$ cat config.mk
export PLATFORM = sky130hd
export DESIGN_NAME = gpu_frontend_top
export DESIGN_NICKNAME = d
export VERILOG_FILES = /design/src/gpu_isa_pkg.sv /design/src/gpu_pipe_pkg.sv /design/src/gpu_front_if.sv /design/src/inst_fetch_apb.sv /design/src/inst_decode.sv /design/src/split_table.sv /design/src/inst_buffer.sv /design/src/gpu_frontend_top.sv
export SDC_FILE = /design/constraint.sdc
export NUM_CORES = 1
export LEC_CHECK = 0
export BUFFER_PORTS_ARGS = -buffer_cell sky130_fd_sc_hd__clkbuf_2
export CORE_ASPECT_RATIO = 1.75
export CORE_MARGIN = 2
export CORE_UTILIZATION = 66
export CTS_CLUSTER_SIZE = 20
export DETAILED_ROUTE_END_ITERATION = 8
export MAX_ROUTING_LAYER = met4
export PLACE_DENSITY = 0.88
export REMOVE_ABC_BUFFERS = 1
export SLEW_MARGIN = 10
export SYNTH_ARGS = -nofsm -noshare
export SYNTH_HDL_FRONTEND = slang
export SYNTH_SLANG_ARGS = --single-unit
$ cat constraint.sdc
create_clock -name clk -period 16.3 [get_ports clk]
set_input_delay 0.815 -clock clk [delete_from_list [all_inputs] [get_ports clk]]
set_output_delay 0.815 -clock clk [all_outputs]
set_load 0.05 [all_outputs]
$ cat src/gpu_isa_pkg.sv
// Instruction set constants for the GPU front end
// Opcode and funct3 codes, field widths and the raw word union with one view per format

package gpu_isa_pkg;

  localparam int opc_w = 7;
  localparam int f3_w  = 3;
  localparam int reg_w = 5;

  localparam logic [opc_w-1:0] opc_lui    = 7'b0110111;
  localparam logic [opc_w-1:0] opc_auipc  = 7'b0010111;
  localparam logic [opc_w-1:0] opc_jal    = 7'b1101111;
  localparam logic [opc_w-1:0] opc_jalr   = 7'b1100111;
  localparam logic [opc_w-1:0] opc_branch = 7'b1100011;
  localparam logic [opc_w-1:0] opc_load   = 7'b0000011;
  localparam logic [opc_w-1:0] opc_store  = 7'b0100011;
  localparam logic [opc_w-1:0] opc_arithi = 7'b0010011;
  localparam logic [opc_w-1:0] opc_arith  = 7'b0110011;
  localparam logic [opc_w-1:0] opc_nop    = 7'h0b;   // Custom-0 slot

  // Divergent branches, these drop the thread from the active set
  localparam logic [f3_w-1:0] f3_beqd = 3'b010;
  localparam logic [f3_w-1:0] f3_bned = 3'b011;

  // One 32-bit word, read in the layout of each base format
  typedef union packed {
    struct packed {
      logic [6:0] funct7;
      logic [4:0] rs2;
      logic [4:0] rs1;
      logic [2:0] funct3;
      logic [4:0] rd;
      logic [6:0] opcode;
    } r;
    struct packed {
      logic [11:0] imm_11_0;
      logic [4:0]  rs1;
      logic [2:0]  funct3;
      logic [4:0]  rd;
      logic [6:0]  opcode;
    } i;
    struct packed {
      logic [6:0] imm_11_5;
      logic [4:0] rs2;
      logic [4:0] rs1;
      logic [2:0] funct3;
      logic [4:0] imm_4_0;
      logic [6:0] opcode;
    } s;
    struct packed {
      logic       imm_12;
      logic [5:0] imm_10_5;
      logic [4:0] rs2;
      logic [4:0] rs1;
      logic [2:0] funct3;
      logic [3:0] imm_4_1;
      logic       imm_11;
      logic [6:0] opcode;
    } b;
    struct packed {
      logic [19:0] imm_31_12;
      logic [4:0]  rd;
      logic [6:0]  opcode;
    } u;
    struct packed {
      logic       imm_20;
      logic [9:0] imm_10_1;
      logic       imm_11;
      logic [7:0] imm_19_12;
      logic [4:0] rd;
      logic [6:0] opcode;
    } j;
  } raw_inst_u;

endpackage

$ cat src/gpu_pipe_pkg.sv
// Sizes and register map of the GPU instruction front end
// Shared by the APB block, the pipeline stages and the top level

package gpu_pipe_pkg;

  localparam int num_warps  = 8;
  localparam int warp_w     = 3;
  localparam int addr_w     = 32;
  localparam int data_w     = 32;
  localparam int apb_addr_w = 8;

  localparam int ibuf_depth = 4;
  localparam int ibuf_ptr_w = $clog2(ibuf_depth);
  localparam int ibuf_cnt_w = $clog2(ibuf_depth + 1);
  // pc, warp, opcode, funct3, rd/rs1/rs2, imm
  localparam int ibuf_ent_w = addr_w + warp_w + 7 + 3 + 3 * 5 + data_w;

  localparam logic st_idle   = 1'b0;
  localparam logic st_update = 1'b1;

  localparam logic [apb_addr_w-1:0] reg_pc         = 8'h00;
  localparam logic [apb_addr_w-1:0] reg_warp       = 8'h04;
  localparam logic [apb_addr_w-1:0] reg_inst       = 8'h08;  // Write issues
  localparam logic [apb_addr_w-1:0] reg_status     = 8'h0C;  // Buffer count, read only
  localparam logic [apb_addr_w-1:0] reg_split_base = 8'h40;
  localparam logic [apb_addr_w-1:0] reg_split_end  = 8'h60;  // One word per warp below this

endpackage

$ cat src/gpu_front_if.sv
// Internal links of the instruction front end
// fetch to decode, decode to split table, decode to instruction buffer

`timescale 1ns/1ns

interface fetch_decode_if import gpu_pipe_pkg::*, gpu_isa_pkg::*; ();
  logic              valid;  // One cycle per issued word
  logic              busy;   // Decode cannot take a word
  logic [addr_w-1:0] pc;
  logic [warp_w-1:0] warp;
  raw_inst_u         inst;

  modport src (output valid, pc, warp, inst, input busy);
  modport dst (input valid, pc, warp, inst, output busy);
endinterface

interface decode_split_if import gpu_pipe_pkg::*; ();
  logic              valid;
  logic [warp_w-1:0] warp;
  logic [addr_w-1:0] next_pc;
  logic              stall;
  logic              active;

  modport src (output valid, warp, next_pc, stall, active);
  modport dst (input valid, warp, next_pc, stall, active);
endinterface

interface decode_ibuf_if import gpu_pipe_pkg::*, gpu_isa_pkg::*; ();
  logic                  valid;  // Push strobe
  logic                  full;
  logic [ibuf_cnt_w-1:0] count;
  logic [addr_w-1:0]     pc;
  logic [warp_w-1:0]     warp;
  logic [opc_w-1:0]      opcode;
  logic [f3_w-1:0]       funct3;
  logic [reg_w-1:0]      rd;
  logic [reg_w-1:0]      rs1;
  logic [reg_w-1:0]      rs2;
  logic [data_w-1:0]     imm;

  modport src (
    output valid, pc, warp, opcode, funct3, rd, rs1, rs2, imm,
    input  full, count
  );
  modport dst (
    input  valid, pc, warp, opcode, funct3, rd, rs1, rs2, imm,
    output full, count
  );
endinterface

$ cat src/inst_fetch_apb.sv
// APB slave standing in for instruction fetch
// Host writes pc and warp, then the word to reg_inst, which issues it to decode

`timescale 1ns/1ns

module inst_fetch_apb
  import gpu_pipe_pkg::*, gpu_isa_pkg::*;
(
  input  logic                  clk,
  input  logic                  rst_n,
  input  logic [apb_addr_w-1:0] paddr,
  input  logic                  psel,
  input  logic                  penable,
  input  logic                  pwrite,
  input  logic [data_w-1:0]     pwdata,
  output logic [data_w-1:0]     prdata,
  output logic                  pready,
  output logic                  pslverr,
  fetch_decode_if.src           fd,
  output logic [warp_w-1:0]     split_rd_warp,
  input  logic [data_w-1:0]     split_rd_data,
  input  logic [ibuf_cnt_w-1:0] ibuf_count
);

  logic [addr_w-1:0] pc_q;
  logic [warp_w-1:0] warp_q;
  logic access, wr_inst, issue, in_split, rd_hit;

  assign access  = psel && penable;
  assign wr_inst = access && pwrite && (paddr == reg_inst);
  // Hold the bus while decode still owns the previous word
  assign pready  = access && !(wr_inst && (fd.busy || fd.valid));
  assign issue   = wr_inst && pready;

  assign in_split      = (paddr >= reg_split_base) && (paddr < reg_split_end);
  assign split_rd_warp = paddr[warp_w+1:2];  // Word index inside the split window

  always_comb begin
    prdata = '0;
    rd_hit = 1'b1;
    if (in_split) begin
      prdata = split_rd_data;
    end else begin
      case (paddr)
        reg_pc:     prdata = pc_q;
        reg_warp:   prdata = data_w'(warp_q);
        reg_inst:   prdata = fd.inst;          // Last issued word
        reg_status: prdata = data_w'(ibuf_count);
        default:    rd_hit = 1'b0;
      endcase
    end
  end

  assign pslverr = access && !pwrite && !rd_hit;

  always_ff @(posedge clk or negedge rst_n) begin
    if (!rst_n) begin
      pc_q   <= '0;
      warp_q <= '0;
    end else if (access && pwrite && pready) begin
      if (paddr == reg_pc) pc_q <= pwdata;
      if (paddr == reg_warp) warp_q <= pwdata[warp_w-1:0];
    end
  end

  always_ff @(posedge clk or negedge rst_n) begin
    if (!rst_n) fd.valid <= 1'b0;
    else fd.valid <= issue;  // Single-cycle strobe
  end

  always_ff @(posedge clk) begin
    if (issue) begin
      fd.pc   <= pc_q;
      fd.warp <= warp_q;
      fd.inst <= raw_inst_u'(pwdata);
    end
  end

  // Decode must still be idle while an issued word is in flight
  a_issue_idle: assert property (@(posedge clk) disable iff (!rst_n) fd.valid |-> !fd.busy)
    else $error("fetch: word issued while decode busy");

endmodule

$ cat src/inst_decode.sv
// Decode stage of the front end
// Takes one raw word per issue, splits it into fields and immediates,
// pushes it to the instruction buffer and updates the warp's split entry

`timescale 1ns/1ns

module inst_decode
  import gpu_pipe_pkg::*, gpu_isa_pkg::*;
(
  input  logic        clk,
  input  logic        rst_n,
  fetch_decode_if.dst fd,
  decode_split_if.src ds,
  decode_ibuf_if.src  di,
  output logic        illegal_inst
);

  logic state;

  // Fields of the incoming word
  logic [f3_w-1:0]   dec_funct3;
  logic [reg_w-1:0]  dec_rd, dec_rs1, dec_rs2;
  logic [data_w-1:0] dec_imm;
  logic              dec_legal;

  // Captured instruction
  logic [addr_w-1:0] pc_q;
  logic [warp_w-1:0] warp_q;
  logic [opc_w-1:0]  opcode_q;
  logic [f3_w-1:0]   funct3_q;
  logic [reg_w-1:0]  rd_q, rs1_q, rs2_q;
  logic [data_w-1:0] imm_q;
  logic              legal_q;
  logic              is_branch, is_jump;

  always_comb begin
    dec_funct3 = '0;
    dec_rd     = '0;
    dec_rs1    = '0;
    dec_rs2    = '0;
    dec_imm    = '0;
    dec_legal  = 1'b1;
    case (fd.inst.r.opcode)
      opc_lui, opc_auipc: begin
        dec_rd  = fd.inst.u.rd;
        dec_imm = {fd.inst.u.imm_31_12, 12'b0};
      end
      opc_jal: begin
        dec_rd  = fd.inst.j.rd;
        dec_imm = {{12{fd.inst.j.imm_20}}, fd.inst.j.imm_19_12, fd.inst.j.imm_11,
                   fd.inst.j.imm_10_1, 1'b0};
      end
      opc_jalr, opc_load, opc_arithi: begin  // All I-type
        dec_rd     = fd.inst.i.rd;
        dec_rs1    = fd.inst.i.rs1;
        dec_funct3 = fd.inst.i.funct3;
        dec_imm    = {{20{fd.inst.i.imm_11_0[11]}}, fd.inst.i.imm_11_0};
      end
      opc_branch: begin
        dec_rs1    = fd.inst.b.rs1;
        dec_rs2    = fd.inst.b.rs2;
        dec_funct3 = fd.inst.b.funct3;
        dec_imm    = {{20{fd.inst.b.imm_12}}, fd.inst.b.imm_11, fd.inst.b.imm_10_5,
                      fd.inst.b.imm_4_1, 1'b0};
      end
      opc_store: begin
        dec_rs1    = fd.inst.s.rs1;
        dec_rs2    = fd.inst.s.rs2;
        dec_funct3 = fd.inst.s.funct3;
        dec_imm    = {{20{fd.inst.s.imm_11_5[6]}}, fd.inst.s.imm_11_5, fd.inst.s.imm_4_0};
      end
      opc_arith: begin
        dec_rd     = fd.inst.r.rd;
        dec_rs1    = fd.inst.r.rs1;
        dec_rs2    = fd.inst.r.rs2;
        dec_funct3 = fd.inst.r.funct3;
      end
      opc_nop:  dec_legal = 1'b1;  // No fields
      default:  dec_legal = 1'b0;
    endcase
  end

  always_ff @(posedge clk or negedge rst_n) begin
    if (!rst_n) begin
      state <= st_idle;
    end else if (state == st_idle) begin
      if (fd.valid) state <= st_update;
    end else if (!legal_q || !di.full) begin
      state <= st_idle;  // Illegal words leave without a push
    end
  end

  always_ff @(posedge clk) begin
    if (state == st_idle && fd.valid) begin
      pc_q     <= fd.pc;
      warp_q   <= fd.warp;
      opcode_q <= fd.inst.r.opcode;
      funct3_q <= dec_funct3;
      rd_q     <= dec_rd;
      rs1_q    <= dec_rs1;
      rs2_q    <= dec_rs2;
      imm_q    <= dec_imm;
      legal_q  <= dec_legal;
    end
  end

  assign fd.busy      = (state == st_update);
  assign illegal_inst = (state == st_update) && !legal_q;
  assign di.valid     = (state == st_update) && legal_q && !di.full;

  assign di.pc     = pc_q;
  assign di.warp   = warp_q;
  assign di.opcode = opcode_q;
  assign di.funct3 = funct3_q;
  assign di.rd     = rd_q;
  assign di.rs1    = rs1_q;
  assign di.rs2    = rs2_q;
  assign di.imm    = imm_q;

  // Split-table update goes out on the push edge
  assign is_branch  = (opcode_q == opc_branch);
  assign is_jump    = (opcode_q == opc_jal) || (opcode_q == opc_jalr);
  assign ds.valid   = di.valid;
  assign ds.warp    = warp_q;
  assign ds.stall   = (opcode_q == opc_auipc) || is_branch;
  assign ds.next_pc = is_jump ? pc_q + imm_q : pc_q + addr_w'(4);
  assign ds.active  = !(is_branch && (funct3_q == f3_beqd || funct3_q == f3_bned));

  // Buffer occupancy must leave room for every push
  a_push_room: assert property (@(posedge clk) disable iff (!rst_n)
    di.valid |-> di.count < ibuf_cnt_w'(ibuf_depth))
    else $error("decode: push into a full buffer, count %0d", di.count);

endmodule

$ cat src/split_table.sv
// Per-warp split table
// Holds next pc, stall and active bit of every warp, written by decode,
// read back as one word with stall in bit 0 and active in bit 1

`timescale 1ns/1ns

module split_table
  import gpu_pipe_pkg::*;
(
  input  logic              clk,
  input  logic              rst_n,
  decode_split_if.dst       ds,
  input  logic [warp_w-1:0] rd_warp,
  output logic [data_w-1:0] rd_data
);

  logic [addr_w-1:0]    next_pc_q [num_warps];
  logic [num_warps-1:0] stall_q;
  logic [num_warps-1:0] active_q;

  always_ff @(posedge clk or negedge rst_n) begin
    if (!rst_n) begin
      for (int w = 0; w < num_warps; w++) begin
        next_pc_q[w] <= '0;
      end
      stall_q  <= '0;
      active_q <= '1;  // All threads start active
    end else if (ds.valid) begin
      next_pc_q[ds.warp] <= ds.next_pc;
      stall_q[ds.warp]   <= ds.stall;
      active_q[ds.warp]  <= ds.active;
    end
  end

  // Low two bits of the word-aligned pc carry the flags
  assign rd_data = {next_pc_q[rd_warp][addr_w-1:2], active_q[rd_warp], stall_q[rd_warp]};

  // Only a divergent branch drops a warp from the active set, and branches stall
  a_inactive_stalls: assert property (@(posedge clk) disable iff (!rst_n)
    ds.valid && !ds.active |-> ds.stall)
    else $error("split: warp %0d deactivated without a stall", $sampled(ds.warp));

endmodule

$ cat src/inst_buffer.sv
// Instruction buffer between decode and the issue stage
// Circular FIFO of decoded instructions, popped on out_valid and out_ready

`timescale 1ns/1ns

module inst_buffer
  import gpu_pipe_pkg::*, gpu_isa_pkg::*;
(
  input  logic              clk,
  input  logic              rst_n,
  decode_ibuf_if.dst        di,
  output logic              out_valid,
  input  logic              out_ready,
  output logic [addr_w-1:0] out_pc,
  output logic [warp_w-1:0] out_warp,
  output logic [opc_w-1:0]  out_opcode,
  output logic [f3_w-1:0]   out_funct3,
  output logic [reg_w-1:0]  out_rd,
  output logic [reg_w-1:0]  out_rs1,
  output logic [reg_w-1:0]  out_rs2,
  output logic [data_w-1:0] out_imm
);

  logic [ibuf_ent_w-1:0] mem [ibuf_depth];
  logic [ibuf_ptr_w-1:0] wr_ptr, rd_ptr;
  logic [ibuf_cnt_w-1:0] count;
  logic                  pop;

  assign pop       = out_valid && out_ready;
  assign out_valid = (count != '0);
  assign di.count  = count;
  assign di.full   = (count == ibuf_cnt_w'(ibuf_depth));

  always_ff @(posedge clk or negedge rst_n) begin
    if (!rst_n) begin
      wr_ptr <= '0;
      rd_ptr <= '0;
      count  <= '0;
    end else begin
      if (di.valid) wr_ptr <= wr_ptr + 1'b1;  // Depth is a power of two
      if (pop) rd_ptr <= rd_ptr + 1'b1;
      if (di.valid && !pop) count <= count + 1'b1;
      else if (pop && !di.valid) count <= count - 1'b1;
    end
  end

  always_ff @(posedge clk) begin
    if (di.valid) begin
      mem[wr_ptr] <= {di.pc, di.warp, di.opcode, di.funct3, di.rd, di.rs1, di.rs2, di.imm};
    end
  end

  assign {out_pc, out_warp, out_opcode, out_funct3, out_rd, out_rs1, out_rs2, out_imm} =
    mem[rd_ptr];

  // A full buffer must not take an entry on that edge
  a_no_push_full: assert property (@(posedge clk) disable iff (!rst_n)
    di.full |=> wr_ptr == $past(wr_ptr))
    else $error("ibuf: write pointer moved while full");

endmodule

$ cat src/gpu_frontend_top.sv
// Instruction front end of one SM core
// APB host side in, decoded instructions out on a valid/ready port

`timescale 1ns/1ns

module gpu_frontend_top
  import gpu_pipe_pkg::*, gpu_isa_pkg::*;
(
  input  logic                  clk,
  input  logic                  rst_n,
  input  logic [apb_addr_w-1:0] paddr,
  input  logic                  psel,
  input  logic                  penable,
  input  logic                  pwrite,
  input  logic [data_w-1:0]     pwdata,
  output logic [data_w-1:0]     prdata,
  output logic                  pready,
  output logic                  pslverr,
  output logic                  out_valid,
  input  logic                  out_ready,
  output logic [addr_w-1:0]     out_pc,
  output logic [warp_w-1:0]     out_warp,
  output logic [opc_w-1:0]      out_opcode,
  output logic [f3_w-1:0]       out_funct3,
  output logic [reg_w-1:0]      out_rd,
  output logic [reg_w-1:0]      out_rs1,
  output logic [reg_w-1:0]      out_rs2,
  output logic [data_w-1:0]     out_imm,
  output logic                  illegal_inst
);

  fetch_decode_if fd_bus ();
  decode_split_if ds_bus ();
  decode_ibuf_if  di_bus ();

  logic [warp_w-1:0] split_rd_warp;
  logic [data_w-1:0] split_rd_data;

  inst_fetch_apb inst_fetch_apb_inst (
    .clk, .rst_n, .paddr, .psel, .penable, .pwrite, .pwdata, .prdata, .pready, .pslverr,
    .fd            (fd_bus.src),
    .split_rd_warp (split_rd_warp),
    .split_rd_data (split_rd_data),
    .ibuf_count    (di_bus.count)
  );

  inst_decode inst_decode_inst (
    .clk, .rst_n,
    .fd           (fd_bus.dst),
    .ds           (ds_bus.src),
    .di           (di_bus.src),
    .illegal_inst (illegal_inst)
  );

  split_table split_table_inst (
    .clk, .rst_n,
    .ds      (ds_bus.dst),
    .rd_warp (split_rd_warp),
    .rd_data (split_rd_data)
  );

  inst_buffer inst_buffer_inst (
    .clk, .rst_n,
    .di (di_bus.dst),
    .out_valid, .out_ready, .out_pc, .out_warp, .out_opcode, .out_funct3,
    .out_rd, .out_rs1, .out_rs2, .out_imm
  );

endmodule

==> summary.txt, run 1 <==
Outcome
  – Status: finished, final reports clean

Timing
  – Final period util: 0.288
  – Highest clock rate: 0.213 GHz
  – Endpoints failing hold: 0
  – Final min period: 4.70 ns
  – Rel. slew slack: 0.195
  – Final setup violation count: 0
  – RSZ-0062 raised after global routing: no
  – Worst Max-Slew Pin Slew: 1.20 ns
  – Setup tns final: 0 ns
  – Pins Over Slew Limit: 0
  – Setup Skew: 0.0343 ns

Finish
  – Sequential cell area: 23400 sq um
  – Fillers: 2892
  – P&R area growth vs syn: 11.6%
  – Multi-input logic area: ~11000 sq um
  – Proportion of layout cells with a drive suffix above 1: 0.275
  – Final #Nets: about 2400

Clocking
  – CTS tree: yes
  – Skew-Pair Late Insertion Delay: approximately 0.63 ns
  – # hold bufs at CTS: 0
  – Post-CTS repair timing setup buffer count: 0
  – Clock tree sinks: 828
  – CTS Buffer Depth: 3
  – Clk pin slew, worst setup/hold paths: 0.06 ns
  – CTS resizes: 0
  – Clock Root Buffer: clkbuf_16
  – CTS H-tree lvls: 3
  – CTS buffer count: 70

Power and ir drop
  – Pwr dens: around 130 nW/um^2
  – Leak: 14.7 nW
  – Total power: 4.93 mW
  – Maximum VDD drop: about 0.12 mV

Synthesis
  – Post-synth EDFFs: 528
  – Synth Register Bits: 828
  – Synth Warn #: 0
  – Distinct cells, synth: 61
  – Sequential area share after synthesis: 0.678
  – Syn Inst Count: around 2200
  – Ys flop type: edfxtp_1
  – Post-Syn Area: 34500 sq um
  – Share of flip-flops with an asynchronous set or reset: 0.362
  – Avg Cell Area, Syn: between 15 and 20 sq um

Floorplanning
  – Core ar.: 51500 sq um
  – Starting density of the core: 0.670
  – Row count: 110
  – Die area: 54100 sq um
  – Ports: 174
  – Die X: 177 microns
  – Die height: 306 microns

Placed design
  – Gpl congestion: roughly 0.95
  – Hpwl dp: approximately 55 mm
  – IO Port Bufs: about 170

Global route
  – Via count of the first global-routing pass: approximately 21000
  – Initial antenna violation count: 1
  – First-pass GRT wire length: 131 mm
  – GRT Total Usage: 0.339
  – Largest net degree at the start of global routing: roughly 210
  – Total gr overflow: 0

Min path
  – Worst min path class: in -> async

Drt
  – WL per Instance: 28.1 microns
  – Vias/cell: just under 7
  – DRC violations left: 0
  – Vias: ~21000
  – Final ANT Viol Nets: 0
  – 1st-iter DRT viols: 2608
  – WL final: 86.2 mm
  – Detailed Routing Iterations Pass 1: 5

Setup path
  – Crit path launch type: primary input
  – CP endpoint kind: primary output
  – Crit path DAT: 3.88 ns
  – Required @ worst endpoint: ~15 ns
  – R2r setup slk: 12.14 ns
  – Largest fanout on the critical path: 37
  – WS Path Type: in -> out

Job
  – Max-cap violations: 0
cell usage after synthesis (2+ instances only):
library cell	n	area share
dfrtp_1	292	0.21
a31oi_1	7	0.0013
mux4_2	159	0.10
mux2_2	153	0.050
a22o_1	6	0.0015
o211ai_1	7	0.0015
o21a_1	2	0.00044
xnor2_1	36	0.0091
nand4_1	18	0.0033
buf_1	18	0.0020
nand3_1	34	0.0049
and4_1	2	0.00051
nand2_1	236	0.026
a21oi_1	76	0.011
dfstp_2	8	0.0061
nor3_1	14	0.0020
o21bai_1	5	0.0011
o21ai_1	20	0.0029
or2_2	3	0.00054
a2111oi_0	2	0.00051
or4_1	2	0.00044
or3_1	10	0.0018
o32a_1	2	0.00058
o21ai_0	139	0.020
nor4_1	8	0.0015
inv_1	15	0.0016
nor2b_1	6	0.0011
a32oi_1	2	0.00051
a22oi_1	16	0.0035
nor2_1	55	0.0060
and2_1	34	0.0062
a21o_1	23	0.0050
ha_1	36	0.013
and3_1	9	0.0016
a221oi_1	13	0.0033
a211oi_1	4	0.00087
edfxtp_1	528	0.46
mux2i_1	37	0.011
nor3b_1	2	0.00044
buf_2	3	0.00044
xor2_1	18	0.0046
clkbuf_1	94	0.010
through the flow:
stage | std cells | cell area (sq um) | worst slack [ns] | hold slack (ns) | utilization
floorplan | 2058 | 34000 | 7.67 | 0.400 | -
global placement | 2935 | 36100 | 11.78 | 0.401 | 0.701
detailed placement | 2935 | 36100 | 11.71 | 0.405 | 0.701
CTS | 3061 | 38400 | 11.69 | 0.235 | 0.747
global route | 3062 | 38500 | 11.59 | 0.280 | 0.747
finish | 3063 | 38500 | 11.60 | 0.208 | 0.747
logic make-up after synthesis:
kind of cell / Yosys count / share of synthesized area
flops: 828 / 0.678
compound gates: 337 / 0.0583
buf+inv: 130 / 0.0143
mux: 349 / 0.165
simple gates: 438 / 0.0572
fa+ha+maj: 37 / 0.0137
xor+xnor: 54 / 0.0137
cell usage in the layout (no fill, tap or decap), types with 20 or more instances in the layout:
master / instances
mux4_2: 159
a21oi_1: 76
o21ai_0: 139
o21ai_1: 20
dfrtp_1: 290
a21o_1: 23
nand3_1: 31
nand2_1: 236
ha_1: 36
and2_1: 30
buf_4: 32
nor2_1: 54
clkbuf_16: 71
xnor2_1: 36
clkbuf_2: 170
edfxtp_1: 528
mux2i_1: 37
mux2_2: 153
worst max-delay path, stage by stage:
cell and delay, ns:
buf_2 0.73, buf_4 0.59, nor3b_2 0.26, buf_4 0.41, a221oi_1 0.14, a21oi_1 0.44, clkbuf_2 0.37
power breakdown:
group          total (mW)  internal (mW)  switching, mW
registers            2.29           2.23         0.0611
clock network        1.73          0.977          0.756
logic               0.914          0.291          0.623
total                4.93           3.49           1.44
area by class of cell:
cell class / count / area share
clock buffers: 85 / 0.0491
clock inverters: 41 / 0.0124
diodes: 1 / 0.0000651
inverters: 15 / 0.00146
well taps: 672 / 0.0219
repair buffers: 206 / 0.0301
flip-flops and latches: 828 / 0.608
multi-input cells: 1215 / 0.277
per-layer routing:
layer,part of all wire,vias up,GRT usage
li1,-,8639,-
met1,0.36,10500,0.422
met2,0.51,1207,0.549
met3,0.077,306,0.0500
met4,0.057,0,0.168
met5,0,-,-
state kept, by name (all words and copies together) (netlist names), 5 cells and up:
register,flops
split_table_inst.stall_q,8
inst_fetch_apb_inst.pc_q,32
inst_decode_inst.di.rd,5
split_table_inst.next_pc_q,240
split_table_inst.active_q,8
inst_fetch_apb_inst.fd.pc,32
inst_decode_inst.di.rs1,5
inst_buffer_inst.mem,368
inst_decode_inst.di.opcode,7
inst_decode_inst.di.rs2,5
inst_decode_inst.di.pc,32
inst_fetch_apb_inst.fd.inst,32
inst_decode_inst.di.imm,32
worst paths after layout:
path,startpoint,to,cells past startpoint
worst max register to register,inst_decode_inst.di.pc[2],split_table_inst.next_pc_q[217],9
worst min register to register,inst_fetch_apb_inst.fd.pc[22],inst_decode_inst.di.pc[22],0
worst min-delay path,rst_n,inst_buffer_inst.rd_ptr[1],1
worst max-delay path,paddr[3],prdata[6],7
max in group asynchronous,rst_n,split_table_inst.next_pc_q[29],3
min in group clk,pwdata[11],inst_fetch_apb_inst.fd.inst[11],1
(Power assumes the default switching activity.)
==> run 2: changes to the inputs <==
- CORE_UTILIZATION: 66 -> 55
- PLACE_DENSITY: 0.88 -> 0.79
- clock period: 16.3 -> 4.3 ns (I/O delays scaled with it)
==> summary.txt, run 2 (synthesis results as in run 1) <==
Outcome
  – Status: finished, final reports clean

Setup path
  – Crit path cell chain: ha_1 -> a21o_1 -> a221o_1 -> a2111oi_4 -> o21ai_1 -> a21oi_1 -> xnor2_1 -> a21oi_1 -> o21ai_0
  – Largest fanout on the critical path: 10
  – Required @ worst endpoint: 4.75 ns
  – CP dominant cell by count: a21oi_1
  – Crit path DAT: between 4 and 5 ns
  – WS Path Type: reg -> reg
  – Crit path launch type: register
  – Family with the most delay on the worst path: compound AO/OA/AOI/OAI gates
  – CP endpoint kind: register
  – CP bufs+invs: 0
  – Crit-path slowest cell: edfxtp_1
  – CP max stage delay: 0.54 ns

Floorplanning
  – Die area: between 60000 and 70000 sq um
  – Starting density of the core: 0.555
  – Ports: 174
  – Core ar.: 62100 sq um
  – Die X: around 190 microns
  – Die height: approximately 340 microns
  – Row count: 121

Min path
  – Worst min path class: in -> reg

Global route
  – First-pass GRT wire length: 130 mm
  – Initial antenna violation count: 1
  – GRT Total Usage: 0.278
  – Largest net degree at the start of global routing: around 150
  – Total gr overflow: 0
  – Via count of the first global-routing pass: 21100

Finish
  – Proportion of layout cells with a drive suffix above 1: 0.276
  – Most frequent cells in the layout: edfxtp_1 (528), dfrtp_1 (290), nand2_1 (236)
  – Final #Nets: 2472
  – Largest register FFs: approximately 370
  – P&R area growth vs syn: 13.6%
  – Fillers: approximately 4300
  – Core Util, Final: 0.631
  – Most common cell after layout, fill and taps aside: edfxtp_1
  – Largest register by flop count: inst_buffer_inst.mem
  – Ant diodes: 0
  – Largest regs: inst_buffer_inst.mem x368, split_table_inst.next_pc_q x240

Drt
  – Final ANT Viol Nets: 0
  – WL per Instance: 26.6 microns
  – DRC violations left: 0
  – Detailed Routing Iterations Pass 1: 5
  – WL final: 86.2 mm
  – Vias: 20400
  – 1st-iter DRT viols: between 2000 and 2500
  – Vias/cell: around 6.3

Power and ir drop
  – Pwr dens: 473 nW/um^2
  – Clock power share: 0.340
  – Switching Share: 0.292
  – Maximum VDD drop: 0.671 mV
  – P_int: 13.1 mW
  – Seq pwr share: 0.467
  – P_sw: between 5 and 6 mW
  – Comb power frac: 0.193
  – Leak: 14.9 nW

Clocking
  – Clk pin slew, worst setup/hold paths: approximately 0.070 ns
  – CTS tree: yes
  – Skew-Pair Late Insertion Delay: between 0.6 and 0.7 ns
  – Clock Root Buffer: clkbuf_16
  – CTS buffer count: 70
  – CTS Buffer Depth: 3
  – Clock tree sinks: ~830
  – CTS H-tree lvls: 3

Placed design
  – IO Port Bufs: 173
  – Gpl congestion: approximately 0.96
  – Hpwl dp: slightly below 60 mm

Job
  – Max-cap violations: 0

Timing
  – Rel. slew slack: 0.276
  – Highest clock rate: 0.264 GHz
  – RSZ-0062 raised after global routing: no
  – Worst Max-Slew Pin Slew: 1.08 ns
  – Pins Over Slew Limit: 0
  – Setup Skew: 0.0204 ns
  – Final min period: about 3.8 ns
  – Final period util: 0.880
  – Endpoints failing hold: 0
  – Final setup violation count: 0
  – Setup tns final: 0 ns
[run 2: stage by stage]
stage               cells  setup WS, ns  hold WS [ns]  area (sq um)  total power, mW
floorplan            2058         -3.73       -0.0806         34000             11.6
global placement     3082         0.636         0.278         36500             12.4
detailed placement   3082         0.582         0.293         36500             12.4
CTS                  3242         0.553         0.135         39100             18.7
global route         3242         0.219         0.162         39100             19.1
finish               3242         0.514         0.151         39100             18.5
[run 2: final cells by class]
type                       count  area (sq um)  area share
sequential                   828         23400       0.597
tap                          799          1000      0.0255
timing repair buffer         259          1770      0.0452
clock buffer                  90          1950      0.0499
multi-input combinational   1215         10700       0.273
inverter                      15          56.3     0.00144
clock inverter                36           317     0.00809
[run 2: layer usage]
metal  share of wire  wire length, microns  track usage
met5               0                     0            -
met3           0.056                  4860       0.0313
met4           0.051                  4420        0.138
met1            0.37                 32300        0.338
met2            0.52                 44700        0.465
[run 2: repair_timing]
action | CTS | global route
endpoints found under the setup margin | 0 | 0
hold endpoints to repair | 163 | 0
hold buffers | 34 | 0
gates resized for setup | 0 | 0
setup buffers | 0 | 0
[run 2: worst min-delay path, cell delays in order]
cell      delay (ns)
clkbuf_2        0.11
nand2_1         0.08
nor3_2          0.05
buf_12          0.19
[run 2: final timing paths]
check	cells past startpoint	endpoint	from	slack (ns)
worst max-delay path	9	split_table_inst.next_pc_q[57]	inst_decode_inst.di.pc[8]	0.51
worst min-delay path	4	inst_fetch_apb_inst.fd.valid	pwrite	0.15
worst max register to register	9	split_table_inst.next_pc_q[57]	inst_decode_inst.di.pc[8]	0.51
worst min register to register	0	inst_decode_inst.di.pc[15]	inst_fetch_apb_inst.fd.pc[15]	0.42
max in group asynchronous	3	split_table_inst.next_pc_q[24]	rst_n	2.75
min in group asynchronous	2	split_table_inst.stall_q[2]	rst_n	0.23
[run 2: power by group through the flow]
| stage | sequential [mW] | combinational [mW] | clock (mW) |
|---|---|---|---|
| 6_report | 8.66 | 3.58 | 6.29 |
| 2_1_floorplan | 8.93 | 2.71 | 0 |
| 4_1_cts | 8.66 | 3.64 | 6.39 |
| 5_1_grt | 8.67 | 3.74 | 6.68 |
| 3_5_place_dp | 8.83 | 3.60 | 0 |
| 3_3_place_gp | 8.82 | 3.58 | 0 |
==> run 3: changes to the inputs <==
- CELL_PAD_IN_SITES_DETAIL_PLACEMENT: unset -> 0
- CELL_PAD_IN_SITES_GLOBAL_PLACEMENT: unset -> 2
- CORE_UTILIZATION: 55 -> 41
- SKIP_CTS_REPAIR_TIMING: unset -> 1
==> summary.txt, run 3 (synthesis results as in run 1) <==
Power and ir drop
  – Maximum VDD drop: 0.283 mV
  – Leak: 15.1 nW
  – Pwr dens: 471 nW/um^2

Outcome
  – Status: finished, final reports clean

Global route
  – Initial antenna violation count: 0
  – Total gr overflow: 0
  – GRT Total Usage: 0.216
  – First-pass GRT wire length: around 130 mm
  – Largest net degree at the start of global routing: 126
  – Via count of the first global-routing pass: 20600

Setup path
  – Family with the most delay on the worst path: compound AO/OA/AOI/OAI gates
  – CP bufs+invs: 0
  – CP endpoint kind: register
  – Largest fanout on the critical path: 9
  – Crit path launch type: register
  – CP max stage delay: a little under 0.6 ns
  – Origin of the critical flop-to-flop path: inst_decode_inst.di.pc[9]
  – Worst setup path start: inst_decode_inst.di.pc[9]
  – Required @ worst endpoint: 4.81 ns
  – Crit path cell chain: ha_1 -> and3_1 -> a221o_1 -> a2111oi_4 -> o21ai_2 -> a31o_1 -> or3_1 -> a31oi_2 -> o21ai_1
  – Crit path DAT: 4.37 ns
  – Crit-path slowest cell: a2111oi_4
  – WS Path Type: reg -> reg

Placed design
  – IO Port Bufs: 173
  – Gpl congestion: 0.910
  – Hpwl dp: 61.7 mm

Timing
  – Pins Over Slew Limit: 0
  – Setup Skew: 0.0313 ns
  – Final period util: 0.897
  – Setup tns final: 0 ns
  – Rel. slew slack: 0.218
  – Final min period: between 3 and 4 ns
  – RSZ-0062 raised after global routing: no
  – Endpoints failing hold: 0
  – Worst Max-Slew Pin Slew: 1.17 ns
  – Highest clock rate: roughly 0.26 GHz
  – Final setup violation count: 0
  – Fin Hold WS: 0.0841 ns

Finish
  – Largest register FFs: between 300 and 400
  – Largest register by flop count: inst_buffer_inst.mem
  – Largest regs: inst_buffer_inst.mem x368, split_table_inst.next_pc_q x240
  – Most common cell after layout, fill and taps aside: edfxtp_1
  – Most frequent cells in the layout: edfxtp_1 (528), dfrtp_1 (290), nand2_1 (236)
  – Multi-input logic area: 10700 sq um
  – P&R area growth vs syn: 15.9%
  – Sequential cell area: about 23000 sq um
  – Proportion of layout cells with a drive suffix above 1: 0.281
  – Final #Nets: 2476
  – Fillers: between 7000 and 8000

Drt
  – Detailed Routing Iterations Pass 1: 5
  – 1st-iter DRT viols: around 1400
  – DRC violations left: 0
  – Vias/cell: 5.62
  – Final ANT Viol Nets: 0
  – WL per Instance: approximately 25 microns
  – Vias: about 20000
  – WL final: between 80 and 90 mm

Floorplanning
  – Core ar.: 83200 sq um
  – Ports: 174
  – Die area: 86500 sq um
  – Die X: 223 microns
  – Row count: 140
  – Starting density of the core: 0.414
  – Die height: 388 microns

Clocking
  – CTS H-tree lvls: 3
  – CTS tree: yes
  – CTS buffer count: 73
  – Skew-Pair Late Insertion Delay: between 0.6 and 0.7 ns
  – Clock Root Buffer: clkbuf_16
  – Clk pin slew, worst setup/hold paths: 0.07 ns
  – CTS Buffer Depth: 3
  – Clock tree sinks: ~830

Min path
  – Hold Startpoint: pwrite
  – Worst min path class: in -> reg

Job
  – Max-cap violations: 0
## run 3: cell types whose count changed in the layout (fill, tap and decap cells not counted), moves of 3 or more
cell       before  now
inv_6           2    5
buf_12         12   36
clkbuf_16      74   78
buf_4          45   40
clkinv_2       11   15
clkbuf_2      166  148
## run 3: final timing paths
kind	depth (start not counted)	end	slack, ns
worst max-delay path	9	split_table_inst.next_pc_q[94]	0.44
worst min-delay path	4	inst_fetch_apb_inst.fd.valid	0.08
worst max register to register	9	split_table_inst.next_pc_q[94]	0.44
worst min register to register	0	inst_decode_inst.di.pc[4]	0.42
max in group asynchronous	3	split_table_inst.next_pc_q[240]	2.88
min in group asynchronous	2	split_table_inst.stall_q[2]	0.16
## run 3: area by class of cell
class / count / area share
Antenna cell: 2 / 0.000125
Sequential cell: 828 / 0.585
Timing Repair Buffer: 260 / 0.0531
Multi-Input combinational cell: 1215 / 0.267
Clock inverter: 43 / 0.00871
Tap cell: 1065 / 0.0334
Clock buffer: 91 / 0.0508
Inverter: 15 / 0.00141
## run 3: metrics by stage
stage | power, mW | util | setup WS, ns | area, sq um | std cells
2_1_floorplan | 11.6 | - | -3.73 | 34000 | 2058
3_3_place_gp | 12.5 | 0.447 | 0.457 | 37200 | 3349
3_5_place_dp | 12.5 | 0.447 | 0.387 | 37200 | 3349
4_1_cts | 19.0 | 0.476 | 0.386 | 39600 | 3483
5_1_grt | 19.5 | 0.480 | 0.204 | 39900 | 3517
6_report | 18.8 | 0.480 | 0.444 | 39900 | 3519
## run 3: worst min-delay path: stages
cell,delay (ns)
clkbuf_2,0.11
nand2_1,0.07
nor3_2,0.05
buf_12,0.18
## run 3: power breakdown
group / leakage (nW) / internal (mW) / switching, mW
sequential: 8.64 / 8.44 / 0.249
combinational: 5.28 / 1.20 / 2.40
clock: 1.17 / 3.63 / 2.91
total: 15.1 / 13.3 / 5.55
## run 3: layer usage
| metal | GRT usage | wire length [microns] | up-vias |
|---|---|---|---|
| li1 | - | - | 8756 |
| met1 | 0.258 | 35500 | 10400 |
| met2 | 0.371 | 46900 | 496 |
| met3 | 0.0305 | 3640 | 154 |
| met4 | 0.0862 | 3470 | 0 |
| met5 | - | 0 | - |
